## config.mk

```make
export PLATFORM = sky130hd
export DESIGN_NAME = i2s_rx_dma_top
export DESIGN_NICKNAME = d
export VERILOG_FILES = /design/src/i2s_rx_pkg.sv /design/src/dma_sequencer.sv /design/src/i2s_deserializer.sv /design/src/i2s_rx_dma_top.sv /design/src/i2s_rx_regs.sv /design/src/sample_fifo.sv
export VERILOG_INCLUDE_DIRS = /design/src /design/src/src
export SDC_FILE = /design/constraint.sdc
export NUM_CORES = 1
export LEC_CHECK = 0
export BUFFER_PORTS_ARGS = -buffer_cell sky130_fd_sc_hd__buf_2
export CORE_MARGIN = 2
export CORE_UTILIZATION = 52
export CTS_CLUSTER_SIZE = 8
export DETAILED_ROUTE_END_ITERATION = 16
export PLACE_DENSITY_LB_ADDON = 0.05
export SLEW_MARGIN = 20
export SYNTH_ARGS = -nofsm -noshare
export SYNTH_HDL_FRONTEND = slang
export SYNTH_SLANG_ARGS = --single-unit
```

## constraint.sdc

```tcl
create_clock -name wbs_clk_i -period 3.5 [get_ports wbs_clk_i]
set_input_delay 0.525 -clock wbs_clk_i [delete_from_list [all_inputs] [get_ports wbs_clk_i]]
set_output_delay 0.525 -clock wbs_clk_i [all_outputs]
set_load 0.05 [all_outputs]
```

## src/i2s_rx_params.svh

```systemverilog
`ifndef I2S_RX_PARAMS_SVH
`define I2S_RX_PARAMS_SVH

// ------------------------------
// Sample path sizing
// ------------------------------
`define I2S_SAMPLE_W      16
`define I2S_FIFO_DEPTH    16
`define I2S_LEVEL_W       5
`define I2S_IRQ_LEVEL     8      // Fill level that flags a data interrupt

// Bus and DMA widths
`define WB_ADDR_W         9
`define WB_DATA_W         32
`define DMA_COUNT_W       9

`define I2S_UNDEF_VALUE   32'hDADDEFAC   // Marks a read of an unmapped word

// ------------------------------
// Register map, word addresses
// ------------------------------
`define REG_EN            9'h000
`define REG_FLUSH         9'h001
`define REG_IRQ_STS       9'h002
`define REG_IRQ_EN        9'h003
`define REG_LSTS          9'h004
`define REG_RSTS          9'h005
`define REG_LDAT          9'h006
`define REG_RDAT          9'h007
`define REG_DMA_START     9'h008
`define REG_DMA_STS       9'h009
`define REG_DMA_CNT       9'h00A
`define REG_DMA_DAT       9'h00B

`endif

```

## src/i2s_rx_pkg.sv

```systemverilog
`include "i2s_rx_params.svh"

package i2s_rx_pkg;

	// Audio and FIFO bookkeeping
	typedef logic [`I2S_SAMPLE_W-1:0] sample_t;
	typedef logic [`I2S_LEVEL_W-1:0]  level_t;     // 0 up to full depth

	// Bus side
	typedef logic [`WB_ADDR_W-1:0]    reg_addr_t;
	typedef logic [`WB_DATA_W-1:0]    wb_data_t;

	typedef logic [`DMA_COUNT_W-1:0]  dma_count_t; // Stereo pairs left to move

	// DMA request sequencer
	typedef enum logic [1:0] {
		DMA_IDLE = 2'd0,
		DMA_WAIT = 2'd1,   // Armed, no pair ready yet
		DMA_REQ  = 2'd2
	} dma_state_e;

endpackage

```

## src/dma_sequencer.sv

```systemverilog
`timescale 1ns/1ps

module dma_sequencer (
	input  logic                   wbs_clk_i,
	input  logic                   rst_i,
	input  logic                   start_i,
	input  i2s_rx_pkg::dma_count_t count_i,
	input  logic                   pop_i,
	input  logic                   pair_ready_i,
	output logic                   sdma_req_o,
	output logic                   busy_o,
	output i2s_rx_pkg::dma_state_e state_o,
	output logic                   done_o
);

	i2s_rx_pkg::dma_state_e state_q;
	i2s_rx_pkg::dma_count_t remaining_q;

	// ------------------------------
	// Request FSM
	// ------------------------------
	always_ff @(posedge wbs_clk_i) begin
		if (rst_i) begin
			state_q     <= i2s_rx_pkg::DMA_IDLE;
			remaining_q <= '0;
			done_o      <= 1'b0;
		end else begin
			done_o <= 1'b0;
			unique case (state_q)
				i2s_rx_pkg::DMA_IDLE: begin
					// Zero count start is dropped
					if (start_i && count_i != '0) begin
						remaining_q <= count_i;
						state_q     <= i2s_rx_pkg::DMA_WAIT;
					end
				end
				i2s_rx_pkg::DMA_WAIT,
				i2s_rx_pkg::DMA_REQ: begin
					if (pop_i && remaining_q == i2s_rx_pkg::dma_count_t'(1)) begin
						remaining_q <= '0;
						state_q     <= i2s_rx_pkg::DMA_IDLE;
						done_o      <= 1'b1;   // Last pair taken
					end else begin
						if (pop_i)
							remaining_q <= remaining_q - 1'b1;
						// Follow pair availability
						state_q <= pair_ready_i ? i2s_rx_pkg::DMA_REQ
						                        : i2s_rx_pkg::DMA_WAIT;
					end
				end
				default: state_q <= i2s_rx_pkg::DMA_IDLE;
			endcase
		end
	end

	assign sdma_req_o = (state_q == i2s_rx_pkg::DMA_REQ);
	assign busy_o     = (state_q != i2s_rx_pkg::DMA_IDLE);
	assign state_o    = state_q;

endmodule

```

## src/i2s_deserializer.sv

```systemverilog
`timescale 1ns/1ps
`include "i2s_rx_params.svh"

module i2s_deserializer (
	input  logic                wbs_clk_i,
	input  logic                rst_i,
	input  logic                rx_en_i,
	input  logic                i2s_sck_i,
	input  logic                i2s_ws_i,
	input  logic                i2s_din_i,
	output i2s_rx_pkg::sample_t sample_o,
	output logic                push_left_o,
	output logic                push_right_o
);

	localparam int CNT_W = $clog2(`I2S_SAMPLE_W + 1);

	logic [2:0]          sck_sync;   // Two sync stages plus one for the edge
	logic [1:0]          ws_sync;
	logic [1:0]          din_sync;
	logic                sck_rise;
	logic                ws_prev;
	logic                chan_right;
	logic [CNT_W-1:0]    bits_left;
	i2s_rx_pkg::sample_t shift_q;

	// ------------------------------
	// Pin synchronizers
	// ------------------------------
	always_ff @(posedge wbs_clk_i) begin
		if (rst_i) begin
			sck_sync <= '0;
			ws_sync  <= '0;
			din_sync <= '0;
		end else begin
			sck_sync <= {sck_sync[1:0], i2s_sck_i};
			ws_sync  <= {ws_sync[0], i2s_ws_i};
			din_sync <= {din_sync[0], i2s_din_i};
		end
	end

	assign sck_rise = sck_sync[1] & ~sck_sync[2];

	// ------------------------------
	// Word framing
	// ------------------------------
	always_ff @(posedge wbs_clk_i) begin
		if (rst_i) begin
			ws_prev      <= 1'b0;
			chan_right   <= 1'b0;
			bits_left    <= '0;
			push_left_o  <= 1'b0;
			push_right_o <= 1'b0;
		end else begin
			push_left_o  <= 1'b0;
			push_right_o <= 1'b0;
			if (sck_rise)
				ws_prev <= ws_sync[1];   // Tracked even while disabled

			if (!rx_en_i) begin
				bits_left <= '0;
			end else if (sck_rise) begin
				if (ws_sync[1] != ws_prev) begin
					// Channel switch, MSB arrives on the next edge
					bits_left  <= CNT_W'(`I2S_SAMPLE_W);
					chan_right <= ws_sync[1];
				end else if (bits_left != '0) begin
					bits_left <= bits_left - 1'b1;
					if (bits_left == CNT_W'(1)) begin
						push_left_o  <= ~chan_right;
						push_right_o <= chan_right;
					end
				end
			end
		end
	end

	// MSB first shift register
	always_ff @(posedge wbs_clk_i) begin
		if (sck_rise && bits_left != '0 && ws_sync[1] == ws_prev)
			shift_q <= {shift_q[`I2S_SAMPLE_W-2:0], din_sync[1]};
	end

	assign sample_o = shift_q;   // Complete word during the push strobe

endmodule

```

## src/i2s_rx_dma_top.sv

```systemverilog
`timescale 1ns/1ps

module i2s_rx_dma_top (
	input  logic                  wbs_clk_i,
	input  logic                  rst_i,
	input  i2s_rx_pkg::reg_addr_t wbs_adr_i,
	input  logic                  wbs_cyc_i,
	input  logic                  wbs_stb_i,
	input  logic                  wbs_we_i,
	input  i2s_rx_pkg::wb_data_t  wbs_dat_i,
	output i2s_rx_pkg::wb_data_t  wbs_dat_o,
	output logic                  wbs_ack_o,
	input  logic                  i2s_sck_i,
	input  logic                  i2s_ws_i,
	input  logic                  i2s_din_i,
	output logic                  irq_data_o,
	output logic                  irq_dma_o,
	output logic                  sdma_req_o
);

	// Receiver to FIFOs
	i2s_rx_pkg::sample_t    sample;
	logic                   push_left;
	logic                   push_right;

	// FIFO status and pops
	i2s_rx_pkg::sample_t    l_data, r_data;
	logic                   l_empty, r_empty;
	logic                   l_full, r_full;
	i2s_rx_pkg::level_t     l_level, r_level;
	logic                   l_pop, r_pop;

	// Control and DMA
	logic                   rx_en;
	logic                   flush;
	logic                   dma_start;
	i2s_rx_pkg::dma_count_t dma_count;
	logic                   dma_pop;
	logic                   dma_busy;
	i2s_rx_pkg::dma_state_e dma_state;
	logic                   dma_done;
	logic                   pair_ready;

	assign pair_ready = ~l_empty & ~r_empty;   // One stereo pair waiting

	i2s_deserializer u_deserializer (
		.wbs_clk_i(wbs_clk_i), .rst_i(rst_i), .rx_en_i(rx_en),
		.i2s_sck_i(i2s_sck_i), .i2s_ws_i(i2s_ws_i), .i2s_din_i(i2s_din_i),
		.sample_o(sample), .push_left_o(push_left), .push_right_o(push_right)
	);

	sample_fifo u_left_fifo (
		.wbs_clk_i(wbs_clk_i), .rst_i(rst_i), .flush_i(flush),
		.push_i(push_left), .data_i(sample), .pop_i(l_pop),
		.data_o(l_data), .empty_o(l_empty), .full_o(l_full), .level_o(l_level)
	);

	sample_fifo u_right_fifo (
		.wbs_clk_i(wbs_clk_i), .rst_i(rst_i), .flush_i(flush),
		.push_i(push_right), .data_i(sample), .pop_i(r_pop),
		.data_o(r_data), .empty_o(r_empty), .full_o(r_full), .level_o(r_level)
	);

	dma_sequencer u_dma_sequencer (
		.wbs_clk_i(wbs_clk_i), .rst_i(rst_i), .start_i(dma_start),
		.count_i(dma_count), .pop_i(dma_pop), .pair_ready_i(pair_ready),
		.sdma_req_o(sdma_req_o), .busy_o(dma_busy), .state_o(dma_state), .done_o(dma_done)
	);

	i2s_rx_regs u_regs (
		.wbs_clk_i(wbs_clk_i), .rst_i(rst_i), .wbs_adr_i(wbs_adr_i),
		.wbs_cyc_i(wbs_cyc_i), .wbs_stb_i(wbs_stb_i), .wbs_we_i(wbs_we_i),
		.wbs_dat_i(wbs_dat_i), .wbs_dat_o(wbs_dat_o), .wbs_ack_o(wbs_ack_o),
		.rx_en_o(rx_en), .flush_o(flush),
		.l_data_i(l_data), .l_empty_i(l_empty), .l_full_i(l_full), .l_level_i(l_level),
		.r_data_i(r_data), .r_empty_i(r_empty), .r_full_i(r_full), .r_level_i(r_level),
		.l_pop_o(l_pop), .r_pop_o(r_pop),
		.dma_start_o(dma_start), .dma_count_o(dma_count), .dma_pop_o(dma_pop),
		.dma_busy_i(dma_busy), .dma_state_i(dma_state), .dma_done_i(dma_done),
		.irq_data_o(irq_data_o), .irq_dma_o(irq_dma_o)
	);

endmodule

```

## src/i2s_rx_regs.sv

```systemverilog
`timescale 1ns/1ps
`include "i2s_rx_params.svh"

module i2s_rx_regs (
	input  logic                   wbs_clk_i,
	input  logic                   rst_i,
	input  i2s_rx_pkg::reg_addr_t  wbs_adr_i,
	input  logic                   wbs_cyc_i,
	input  logic                   wbs_stb_i,
	input  logic                   wbs_we_i,
	input  i2s_rx_pkg::wb_data_t   wbs_dat_i,
	output i2s_rx_pkg::wb_data_t   wbs_dat_o,
	output logic                   wbs_ack_o,
	output logic                   rx_en_o,
	output logic                   flush_o,
	input  i2s_rx_pkg::sample_t    l_data_i,
	input  logic                   l_empty_i,
	input  logic                   l_full_i,
	input  i2s_rx_pkg::level_t     l_level_i,
	input  i2s_rx_pkg::sample_t    r_data_i,
	input  logic                   r_empty_i,
	input  logic                   r_full_i,
	input  i2s_rx_pkg::level_t     r_level_i,
	output logic                   l_pop_o,
	output logic                   r_pop_o,
	output logic                   dma_start_o,
	output i2s_rx_pkg::dma_count_t dma_count_o,
	output logic                   dma_pop_o,
	input  logic                   dma_busy_i,
	input  i2s_rx_pkg::dma_state_e dma_state_i,
	input  logic                   dma_done_i,
	output logic                   irq_data_o,
	output logic                   irq_dma_o
);

	localparam i2s_rx_pkg::level_t IRQ_LEVEL = i2s_rx_pkg::level_t'(`I2S_IRQ_LEVEL);

	logic                   bus_req;
	logic                   wr_req;
	logic                   rd_req;
	logic                   pair_avail;
	logic                   l_irq;
	logic                   r_irq;
	logic                   done_sts;
	logic [2:0]             irq_en_q;
	i2s_rx_pkg::dma_count_t dma_cnt_q;
	i2s_rx_pkg::wb_data_t   rd_data;

	// One request per access, ack blocks the repeat
	assign bus_req    = wbs_cyc_i & wbs_stb_i & ~wbs_ack_o;
	assign wr_req     = bus_req & wbs_we_i;
	assign rd_req     = bus_req & ~wbs_we_i;
	assign pair_avail = ~l_empty_i & ~r_empty_i;

	// ------------------------------
	// Strobes toward the datapath
	// ------------------------------
	assign flush_o     = wr_req & (wbs_adr_i == `REG_FLUSH) & wbs_dat_i[0];
	assign dma_start_o = wr_req & (wbs_adr_i == `REG_DMA_START) & wbs_dat_i[0];
	assign dma_pop_o   = rd_req & (wbs_adr_i == `REG_DMA_DAT) & pair_avail;
	assign l_pop_o     = (rd_req & (wbs_adr_i == `REG_LDAT) & ~l_empty_i) | dma_pop_o;
	assign r_pop_o     = (rd_req & (wbs_adr_i == `REG_RDAT) & ~r_empty_i) | dma_pop_o;
	assign dma_count_o = dma_cnt_q;

	// Control registers and sticky status
	always_ff @(posedge wbs_clk_i) begin
		if (rst_i) begin
			wbs_ack_o <= 1'b0;
			rx_en_o   <= 1'b0;
			irq_en_q  <= '0;
			dma_cnt_q <= '0;
			done_sts  <= 1'b0;
		end else begin
			wbs_ack_o <= bus_req;
			if (wr_req) begin
				case (wbs_adr_i)
					`REG_EN:      rx_en_o   <= wbs_dat_i[0];
					`REG_IRQ_EN:  irq_en_q  <= wbs_dat_i[2:0];
					`REG_DMA_CNT: dma_cnt_q <= wbs_dat_i[`DMA_COUNT_W-1:0];
					default: ;
				endcase
			end
			if (dma_done_i)
				done_sts <= 1'b1;   // Set wins over a clear
			else if (wr_req && wbs_adr_i == `REG_IRQ_STS && wbs_dat_i[2])
				done_sts <= 1'b0;
		end
	end

	// ------------------------------
	// Read path
	// ------------------------------
	always_comb begin
		unique case (wbs_adr_i)
			`REG_EN:        rd_data = i2s_rx_pkg::wb_data_t'(rx_en_o);
			`REG_FLUSH:     rd_data = '0;
			`REG_IRQ_STS:   rd_data = i2s_rx_pkg::wb_data_t'({done_sts, r_irq, l_irq});
			`REG_IRQ_EN:    rd_data = i2s_rx_pkg::wb_data_t'(irq_en_q);
			`REG_LSTS:      rd_data = i2s_rx_pkg::wb_data_t'({l_level_i, l_full_i, l_empty_i});
			`REG_RSTS:      rd_data = i2s_rx_pkg::wb_data_t'({r_level_i, r_full_i, r_empty_i});
			`REG_LDAT:      rd_data = l_empty_i ? '0 : i2s_rx_pkg::wb_data_t'(l_data_i);
			`REG_RDAT:      rd_data = r_empty_i ? '0 : i2s_rx_pkg::wb_data_t'(r_data_i);
			`REG_DMA_START: rd_data = '0;
			`REG_DMA_STS:   rd_data = i2s_rx_pkg::wb_data_t'({dma_state_i, dma_busy_i});
			`REG_DMA_CNT:   rd_data = i2s_rx_pkg::wb_data_t'(dma_cnt_q);
			`REG_DMA_DAT:   rd_data = pair_avail ? {r_data_i, l_data_i} : '0; // Right high
			default:        rd_data = `I2S_UNDEF_VALUE;
		endcase
	end

	// Captured at the request edge, held through ack
	always_ff @(posedge wbs_clk_i) begin
		if (rd_req)
			wbs_dat_o <= rd_data;
	end

	// Interrupt outputs
	assign l_irq      = (l_level_i >= IRQ_LEVEL);
	assign r_irq      = (r_level_i >= IRQ_LEVEL);
	assign irq_data_o = (l_irq & irq_en_q[0]) | (r_irq & irq_en_q[1]);
	assign irq_dma_o  = done_sts & irq_en_q[2];

endmodule

```

## src/sample_fifo.sv

```systemverilog
`timescale 1ns/1ps
`include "i2s_rx_params.svh"

module sample_fifo (
	input  logic                wbs_clk_i,
	input  logic                rst_i,
	input  logic                flush_i,
	input  logic                push_i,
	input  i2s_rx_pkg::sample_t data_i,
	input  logic                pop_i,
	output i2s_rx_pkg::sample_t data_o,
	output logic                empty_o,
	output logic                full_o,
	output i2s_rx_pkg::level_t  level_o
);

	localparam int PTR_W = $clog2(`I2S_FIFO_DEPTH);
	localparam i2s_rx_pkg::level_t FULL_LEVEL = i2s_rx_pkg::level_t'(`I2S_FIFO_DEPTH);

	i2s_rx_pkg::sample_t mem [`I2S_FIFO_DEPTH];
	logic [PTR_W-1:0]    wr_ptr;
	logic [PTR_W-1:0]    rd_ptr;
	i2s_rx_pkg::level_t  level_q;
	logic                do_push;
	logic                do_pop;

	assign do_push = push_i & ~full_o;    // Overflow drops the word
	assign do_pop  = pop_i & ~empty_o;

	// Pointers and level
	always_ff @(posedge wbs_clk_i) begin
		if (rst_i || flush_i) begin
			wr_ptr  <= '0;
			rd_ptr  <= '0;
			level_q <= '0;
		end else begin
			if (do_push)
				wr_ptr <= wr_ptr + 1'b1;
			if (do_pop)
				rd_ptr <= rd_ptr + 1'b1;
			if (do_push && !do_pop)
				level_q <= level_q + 1'b1;
			else if (do_pop && !do_push)
				level_q <= level_q - 1'b1;
		end
	end

	always_ff @(posedge wbs_clk_i) begin
		if (do_push)
			mem[wr_ptr] <= data_i;
	end

	// Show-ahead read port
	assign data_o  = mem[rd_ptr];
	assign empty_o = (level_q == '0);
	assign full_o  = (level_q == FULL_LEVEL);
	assign level_o = level_q;

endmodule

```

==> results.md, run 1 <==
| Parameter | Reported | Unit |
| --- | --- | --- |
| Depth of the worst hold-timing path | 3 | - |
| Most common cell in the netlist | sky130_fd_sc_hd__edfxtp_1 | - |
| End of the worst register-to-register path | u_right_fifo.level_o[4] | - |
| Synthesized flop and latch total | 637 | - |
| Fill cells | 3,528 | - |
| Worst hold path startpoint | wbs_dat_i[4] | - |
| Most area-consuming cells after synthesis | sky130_fd_sc_hd__edfxtp_1 (67%), sky130_fd_sc_hd__mux4_2 (12%), sky130_fd_sc_hd__dfxtp_1 (6.1%) | - |
| Reg2Reg Setup Slack | 0.20 | ns |
| Reg-to-reg critical path startpoint | u_right_fifo.level_o[1] | - |
| Final total power | 16.1 | mW |
| Clk pin slew, worst setup/hold paths | 0.05 | ns |
| Floorplan die area | 50,400 | sq um |
| Worst R2R Path Depth | 12 | - |
| Highest fanout seen on the critical path | 6 | - |
| Ys async rst share | 0 | % |
| Setup CP Type | reg2reg | - |
| Vertical die dimension | 224 | um |
| GRT overflow | 0 | - |
| Share of the yosys chip area belonging to registers | 72.6 | % |
| Post-synth top flop | sky130_fd_sc_hd__edfxtp_1 | - |
| Port Buffers | 61 | - |
| Crit share post-route | 94.3 | % |
| Source-to-sink clock delay at the later pin of the worst-skew pair | 0.61 | ns |
| Number of enable flip-flop cells after synthesis | 560 | - |
| Placed inst area | 26,600 | sq um |
| Outcome | finished, final reports clean | - |
| Total standard cell area after synthesis | 25,300 | sq um |
| Worst-case headroom to the max-slew limit | 25.8 | % |
| Clock buffer depth | 3 | - |
| DRC Markers | 0 | - |
| Total Routing Usage GR | 22.7 | % |
| Crit path launch type | flip-flop | - |
| Count of maximum capacitance violations | 0 | - |
| Setup Buffers After CTS | 0 | - |
| Static power due to leakage | 9.51 | nW |
| Worst IR drop on VDD | 0.000330 | V |
| CP endpoint kind | flip-flop | - |
| Number of global-route vias before repair | 13,381 | - |
| Site row count | 80 | - |
| Final worst clock skew | 0.0143 | ns |
| Detailed Place HPWL | 33,300 | um |
| Net Count, Synth | 1,466 | - |
| DRC marker count from the first detailed-route iteration | 1,126 | - |
| Min-Delay Path Class | in2reg | - |
| Proportion of layout cells with a drive suffix above 1 | 26.4 | % |
| Die width | 224 | um |
| Cell count after synthesis | 1,389 | - |
| Number of H-tree levels | 3 | - |
| Final number of setup-violating endpoints | 0 | - |
| Final net count | 1,613 | - |
| Clock tree from TritonCTS | yes | - |
| Number of hold violations in the final report | 0 | - |
| Yosys warning total | 0 | - |
| Vias per cell | 6.01 | - |
| Hold Crit Endpoint | u_regs.dma_count_o[4] | - |
| Total number of vias | 13,139 | - |
| Final core area utilization | 61.1 | % |
| Count of nets left with antenna violations after detail routing | 0 | - |
| Largest area contributor in the netlist | sky130_fd_sc_hd__edfxtp_1 | - |
| Final weighted congestion of routability-driven global placement | 0.888 | - |
| Maximum number of pins on one net before global-route repair | 59 | - |
| # clock sinks | 637 | - |
| Arrival @ worst endpoint | 3.84 | ns |
| Library cell used as clock root buffer | sky130_fd_sc_hd__clkbuf_16 | - |
| Pins over their slew limit | 0 | - |
| Average cell area after synthesis | 18.2 | sq um |
| Synth top cells by count | sky130_fd_sc_hd__edfxtp_1 (560), sky130_fd_sc_hd__mux4_2 (138), sky130_fd_sc_hd__nor2_1 (117) | - |
| First-pass GRT wire length | 83,700 | um |
| Least-Margin Pin Slew | 1.11 | ns |
| Yosys cell types | 62 | - |
| Core area | 47,800 | sq um |
| Initial cell density of the core | 52.8 | % |
| Wire length reported by the detailed router | 55,600 | um |
| Fmax | 303 | MHz |
| Post-layout minimum cycle time | 3.30 | ns |
| Drt wl/cell | 25.4 | um |
| Power per cell area | 550 | nW/um^2 |
| Clock buffers created by TritonCTS | 89 | - |
| Initial antenna violation count | 0 | - |
| Final std cell area, no fill | 29,200 | sq um |
| Io pins | 85 | - |
| Synth-to-Final Area Change | 15.7 | % |
| RSZ-0062 raised after global routing | false | - |
| Yosys top cell area share | 66.5 | % |
| Accumulated negative setup slack | 0 | ns |
| Initial DRT Pass Iterations | 5 | - |
| WP data required | 4.04 | ns |
## cell families (layout without fill, tap and decap cells)
group	count (synthesis)	after routing	synth area share [%]
simple gates	262	262	5.04
fa+ha+maj	28	28	1.45
other cells	0	1	0
mux	195	195	14.7
xor+xnor	22	22	0.762
buf+inv	93	273	1.55
flops	637	637	72.6
compound gates	152	152	3.92
## how the worst max path moves through the flow
stage	startpoint	to	slack, ns	depth (start not counted)
4_1_cts	u_right_fifo.level_o[1]	u_right_fifo.level_o[4]	0.14	12
3_3_place_gp	u_right_fifo.level_o[1]	u_right_fifo.level_o[4]	0.18	12
6_report	u_right_fifo.level_o[1]	u_right_fifo.level_o[4]	0.20	12
2_1_floorplan	u_regs.wbs_ack_o	u_left_fifo.level_o[4]	0.18	11
3_5_place_dp	u_right_fifo.level_o[1]	u_right_fifo.level_o[4]	0.17	12
5_1_grt	u_right_fifo.level_o[1]	u_left_fifo.level_o[4]	0.01	12
## power by group
| group | switching [mW] | internal (mW) |
|---|---|---|
| sequential | 0.00926 | 8.18 |
| clock | 3.00 | 4.70 |
| combinational | 0.142 | 0.0597 |
## critical path, stage by stage (launching register included)
cell	delay (ns)
sky130_fd_sc_hd__dfxtp_1	0.38
sky130_fd_sc_hd__or4_1	0.59
sky130_fd_sc_hd__o221ai_2	0.24
sky130_fd_sc_hd__nor2_1	0.11
sky130_fd_sc_hd__o21ai_2	0.26
sky130_fd_sc_hd__ha_1	0.25
sky130_fd_sc_hd__inv_1	0.11
sky130_fd_sc_hd__fa_1	0.42
sky130_fd_sc_hd__a21o_1	0.18
sky130_fd_sc_hd__a21oi_1	0.16
sky130_fd_sc_hd__xnor2_1	0.09
sky130_fd_sc_hd__or3_1	0.31
sky130_fd_sc_hd__a21oi_1	0.14
## cells in the final DEF, fill, tap and decap left out, types with 27 or more instances in the layout
master                      count
sky130_fd_sc_hd__o21ai_0       27
sky130_fd_sc_hd__mux2i_1       37
sky130_fd_sc_hd__mux4_2       138
sky130_fd_sc_hd__buf_2         61
sky130_fd_sc_hd__nor2_1       110
sky130_fd_sc_hd__a21oi_1       49
sky130_fd_sc_hd__dfxtp_1       72
sky130_fd_sc_hd__buf_4         51
sky130_fd_sc_hd__clkbuf_16     91
sky130_fd_sc_hd__edfxtp_1     560
sky130_fd_sc_hd__clkbuf_1      28
sky130_fd_sc_hd__nand2_1       36
## registers in the layout, indices dropped and copies added (netlist names), 2 cells and up, named ones only
name	cells
u_right_fifo.rd_ptr	4
u_left_fifo.wr_ptr	4
u_right_fifo.mem	256
u_regs.dma_count_o	9
u_deserializer.sck_sync	3
u_dma_sequencer.remaining_q	9
u_right_fifo.wr_ptr	4
u_left_fifo.mem	256
u_deserializer.sample_o	16
u_regs.irq_en_q	3
u_dma_sequencer.state_o	2
u_deserializer.bits_left	5
u_deserializer.din_sync	2
u_right_fifo.level_o	5
u_left_fifo.level_o	5
u_regs.wbs_dat_o	32
u_deserializer.ws_sync	2
u_left_fifo.rd_ptr	4
## metal layers
metal	part of all wire [%]	vias up	global-route usage (%)
li1	-	5834	-
met1	45	6801	33.1
met2	47	417	35.5
met3	5.1	87	4.01
met4	2.2	0	6.77
met5	0	-	0
## per-stage QoR
| stage | std cells | hold WS (ns) | worst slack, ns |
|---|---|---|---|
| final | 2185 | 0.147 | 0.200 |
| after global routing | 2184 | 0.137 | 0.0121 |
| after CTS | 2176 | 0.118 | 0.139 |
| after detailed placement | 2052 | 0.394 | 0.170 |
| after global placement | 2052 | 0.396 | 0.183 |
| after floorplan | 1389 | 0.386 | 0.181 |
## what timing repair did
action,in CTS,in global routing
hold buffers,0,0
setup endpoints to repair,0,2
endpoints found under the hold margin,0,0
resized for setup,0,2
## final cells by class
type	count	area, sq um	share of cell area (%)
Clock inverter	4	75.1	0.257
Tap cell	615	769	2.63
Antenna cell	1	2.50	0.00856
Timing Repair Buffer	126	928	3.18
Multi-Input combinational cell	659	6610	22.6
Inverter	23	90.1	0.308
Sequential cell	637	18400	62.8
Clock buffer	120	2400	8.20
No activity file was read; power rests on OpenSTA's default activity.
==> run 2: changes to the inputs <==
--- a/config.mk
+++ b/config.mk
@@ -12,6 +12,7 @@
 export CTS_CLUSTER_SIZE = 8
 export DETAILED_ROUTE_END_ITERATION = 16
 export PLACE_DENSITY_LB_ADDON = 0.05
+export REMOVE_ABC_BUFFERS = 1
 export SLEW_MARGIN = 20
 export SYNTH_ARGS = -nofsm -noshare
 export SYNTH_HDL_FRONTEND = slang
==> run 2 against run 1 <==
Effect of this change:
- critical path depth decreased by 1
- sequential power about the same
- cell area about the same
- combinational power about the same
==> results.md, run 2 (same netlist as run 1, synthesis figures left out) <==
| Parameter | Reported | Unit | Delta |
| --- | --- | --- | --- |
| CP endpoint kind | flip-flop | - |  |
| Synth-to-Final Area Change | 15.7 | % | about the same |
| Initial DRT Pass Iterations | 5 | - | unchanged |
| Total number of vias | 13,376 | - | +1.8% |
| Post-route setup slack | 0.235 | ns | +0.0353 ns |
| Library cell used as clock root buffer | sky130_fd_sc_hd__clkbuf_16 | - |  |
| Accumulated negative setup slack | 0 | ns | unchanged |
| DRC marker count from the first detailed-route iteration | 1,194 | - | +6.0% |
| Initial antenna violation count | 0 | - | unchanged |
| Clock tree from TritonCTS | yes | - |  |
| Final core area utilization | 61.1 | % | about the same |
| Post-route worst hold slack | 0.125 | ns | -0.0225 ns |
| Worst path depth | 11 | - | -1 |
| Wire length reported by the detailed router | 55,700 | um | +0.22% |
| Worst IR drop on VDD | 0.000370 | V | +12% |
| WP data required | 4.04 | ns | about the same |
| Cell internal pwr | 12.9 | mW | -0.34% |
| First-pass GRT wire length | 84,100 | um | +0.49% |
| Part of the total power dissipated in sequential elements | 51.0 | % | about the same |
| # clock sinks | 637 | - | unchanged |
| Io pins | 85 | - | unchanged |
| Die width | 224 | um | unchanged |
| Final net count | 1,624 | - | +0.68% |
| Final total power | 16.1 | mW | -0.17% |
| Final worst clock skew | 0.0167 | ns | +0.00246 ns |
| Vias per cell | 6.08 | - | +1.2% |
| Number of global-route vias before repair | 13,611 | - | +1.7% |
| Core area | 47,800 | sq um | unchanged |
| Arrival @ worst endpoint | 3.80 | ns | -0.04 ns |
| DP Cell Count | 2,065 | - | +0.63% |
| End of the worst register-to-register path | u_left_fifo.level_o[4] | - |  |
| Source-to-sink clock delay at the later pin of the worst-skew pair | 0.61 | ns | about the same |
| Cell Chain, Critical Path | or3_1 > or3b_2 > and2_1 > ha_1 > inv_1 > ha_1 > a21o_1 > a21oi_1 > xnor2_1 > or3_1 > a21oi_1 | - |  |
| Met1 Resource Use GR | 32.7 | % | -0.42 points |
| Setup Buffers After CTS | 0 | - | unchanged |
| Combinational share of power | 1.2 | % | about the same |
| Met2 Resource Use GR | 35.8 | % | +0.29 points |
| Final weighted congestion of routability-driven global placement | 0.921 | - | +3.7% |
| Buffers and inverters on the worst path | 1 | - | unchanged |
| GRT overflow | 0 | - | unchanged |
| Number of H-tree levels | 3 | - | unchanged |
| Clock buffer depth | 3 | - | unchanged |
| Net switching power | 3.16 | mW | +0.53% |
| Pins over their slew limit | 0 | - | unchanged |
| Leading cell types in the layout, fill and taps excluded | sky130_fd_sc_hd__edfxtp_1 (560), sky130_fd_sc_hd__mux4_2 (138), sky130_fd_sc_hd__nor2_1 (114) | - |  |
| Met3 GRT Util | 3.79 | % | -0.22 points |
| Crit share post-route | 93.3 | % | -1.0 points |
| Switching share of power | 19.7 | % | +0.14 points |
| Detailed Place HPWL | 34,400 | um | +3.2% |
| Top Usage Layer GRT | met2 | - |  |
| RSZ-0062 raised after global routing | false | - |  |
| Vertical die dimension | 224 | um | unchanged |
| Reg2Reg Setup Slack | 0.24 | ns | +0.04 ns |
| Port Buffers | 61 | - | unchanged |
| Static power due to leakage | 9.55 | nW | +0.49% |
| Outcome | finished, final reports clean | - |  |
| Number of non-filler instances in the completed layout | 2,199 | - | +0.64% |
| Worst-case headroom to the max-slew limit | 27.6 | % | +1.9 points |
| Maximum number of pins on one net before global-route repair | 50 | - | -15% |
| Commonest non-fill, non-tap cell in the layout | sky130_fd_sc_hd__edfxtp_1 | - |  |
| Final number of setup-violating endpoints | 0 | - | unchanged |
| Reg-to-reg critical path startpoint | u_left_fifo.level_o[1] | - |  |
| Site row count | 80 | - | unchanged |
| Fill cells | 3,472 | - | -1.6% |
| Least-Margin Pin Slew | 1.09 | ns | -0.0285 ns |
| Fmax | 306 | MHz | +1.1% |
| Proportion of layout cells with a drive suffix above 1 | 26.4 | % | about the same |
| Startpoint of the most critical setup path | u_left_fifo.level_o[1] | - |  |
| Number of hold violations in the final report | 0 | - | unchanged |
| Crit path launch type | flip-flop | - |  |
| Total Routing Usage GR | 22.6 | % | -0.053 points |
| Highest fanout seen on the critical path | 9 | - | +3 |
| Cell with the biggest individual delay on the critical path | sky130_fd_sc_hd__or3b_2 | - |  |
| Critical path's top delay family | simple AND/OR/NAND/NOR gates | - |  |
| Placed inst area | 26,700 | sq um | +0.25% |
| Drt wl/cell | 25.3 | um | -0.41% |
| Clock power frac | 47.7 | % | about the same |
| Clk pin slew, worst setup/hold paths | 0.05 | ns | about the same |
| Worst-case setup slack after placement | 0.166 | ns | -0.00435 ns |
| Min-Delay Path Class | in2reg | - |  |
| Count of maximum capacitance violations | 0 | - | unchanged |
| Power per cell area | 549 | nW/um^2 | -0.20% |
| Antenna diodes | 0 | - | -1 |
| Count of nets left with antenna violations after detail routing | 0 | - | unchanged |
| Setup CP Type | reg2reg | - |  |
| Regs by FF count | u_left_fifo.mem: 256 flops, u_right_fifo.mem: 256 flops, u_regs.wbs_dat_o: 32 flops | - |  |
| DRC Markers | 0 | - | unchanged |
| Post-layout minimum cycle time | 3.26 | ns | -0.0353 ns |
| Crit path largest cell delay | 0.50 | ns | -0.09 ns |
| Final std cell area, no fill | 29,200 | sq um | about the same |
| Floorplan die area | 50,400 | sq um | unchanged |
| Clock buffers created by TritonCTS | 89 | - | unchanged |
| Worst setup path endpoint | u_left_fifo.level_o[4] | - |  |
| Worst R2R Path Depth | 11 | - | -1 |
| Initial cell density of the core | 52.8 | % | unchanged |
[run 2: cell count changes in the layout (fill, tap and decap cells not counted), moves of 3 or more]
cell	before	now
sky130_fd_sc_hd__buf_4	51	65
sky130_fd_sc_hd__clkbuf_1	28	33
sky130_fd_sc_hd__buf_8	8	4
sky130_fd_sc_hd__nor2_1	110	114
sky130_fd_sc_hd__nor2_4	3	0
[run 2: final cells by class]
| type | count | area (sq um) | share of cell area (%) |
|---|---|---|---|
| Clock buffer | 123 | 2380 | 8.12 |
| Clock inverter | 5 | 73.8 | 0.252 |
| Inverter | 23 | 86.3 | 0.295 |
| Multi-Input combinational cell | 659 | 6580 | 22.5 |
| Sequential cell | 637 | 18400 | 62.8 |
| Tap cell | 615 | 769 | 2.63 |
| Timing Repair Buffer | 137 | 992 | 3.39 |
[run 2: timing repair]
action / CTS / global route
endpoints found under the setup margin: 0 / 1
hold buffers: 0 / 0
resized for setup: 0 / 1
[run 2: worst min-delay path by stage]
stage,slack [ns],end,cells after the start,start
finish,0.12,u_deserializer.sck_sync[0],2,i2s_sck_i
global route,0.11,u_deserializer.sck_sync[0],2,i2s_sck_i
CTS,0.09,u_deserializer.sck_sync[0],2,i2s_sck_i
detailed placement,0.39,u_deserializer.sample_o[0],0,u_deserializer.din_sync[1]
global placement,0.40,u_deserializer.sample_o[0],0,u_deserializer.din_sync[1]
floorplan,0.39,u_deserializer.sample_o[0],0,u_deserializer.din_sync[1]
[run 2: power by group through the flow]
stage,clock network (mW),logic [mW],registers [mW]
after CTS,7.83,0.198,8.19
final,7.67,0.199,8.19
after floorplan,0,0.0788,8.38
after detailed placement,0,0.197,8.33
after global routing,8.14,0.213,8.18
after global placement,0,0.195,8.33
[run 2: worst register-to-register path: cells and delay by family (launching register included)]
| kind | cells | cell delay, ns |
|---|---|---|
| flops | 1 | 0.36 |
| xor+xnor | 1 | 0.10 |
| simple gates | 4 | 1.53 |
| buf+inv | 1 | 0.14 |
| fa+ha+maj | 2 | 0.55 |
| compound gates | 3 | 0.51 |
[run 2: per-layer routing]
layer / share of wire, % / wire length (um) / up-vias
li1: - / - / 5866
met1: 45 / 24800 / 6984
met2: 48 / 26500 / 438
met3: 5.8 / 3250 / 88
met4: 2.0 / 1130 / 0
met5: 0 / 0 / -
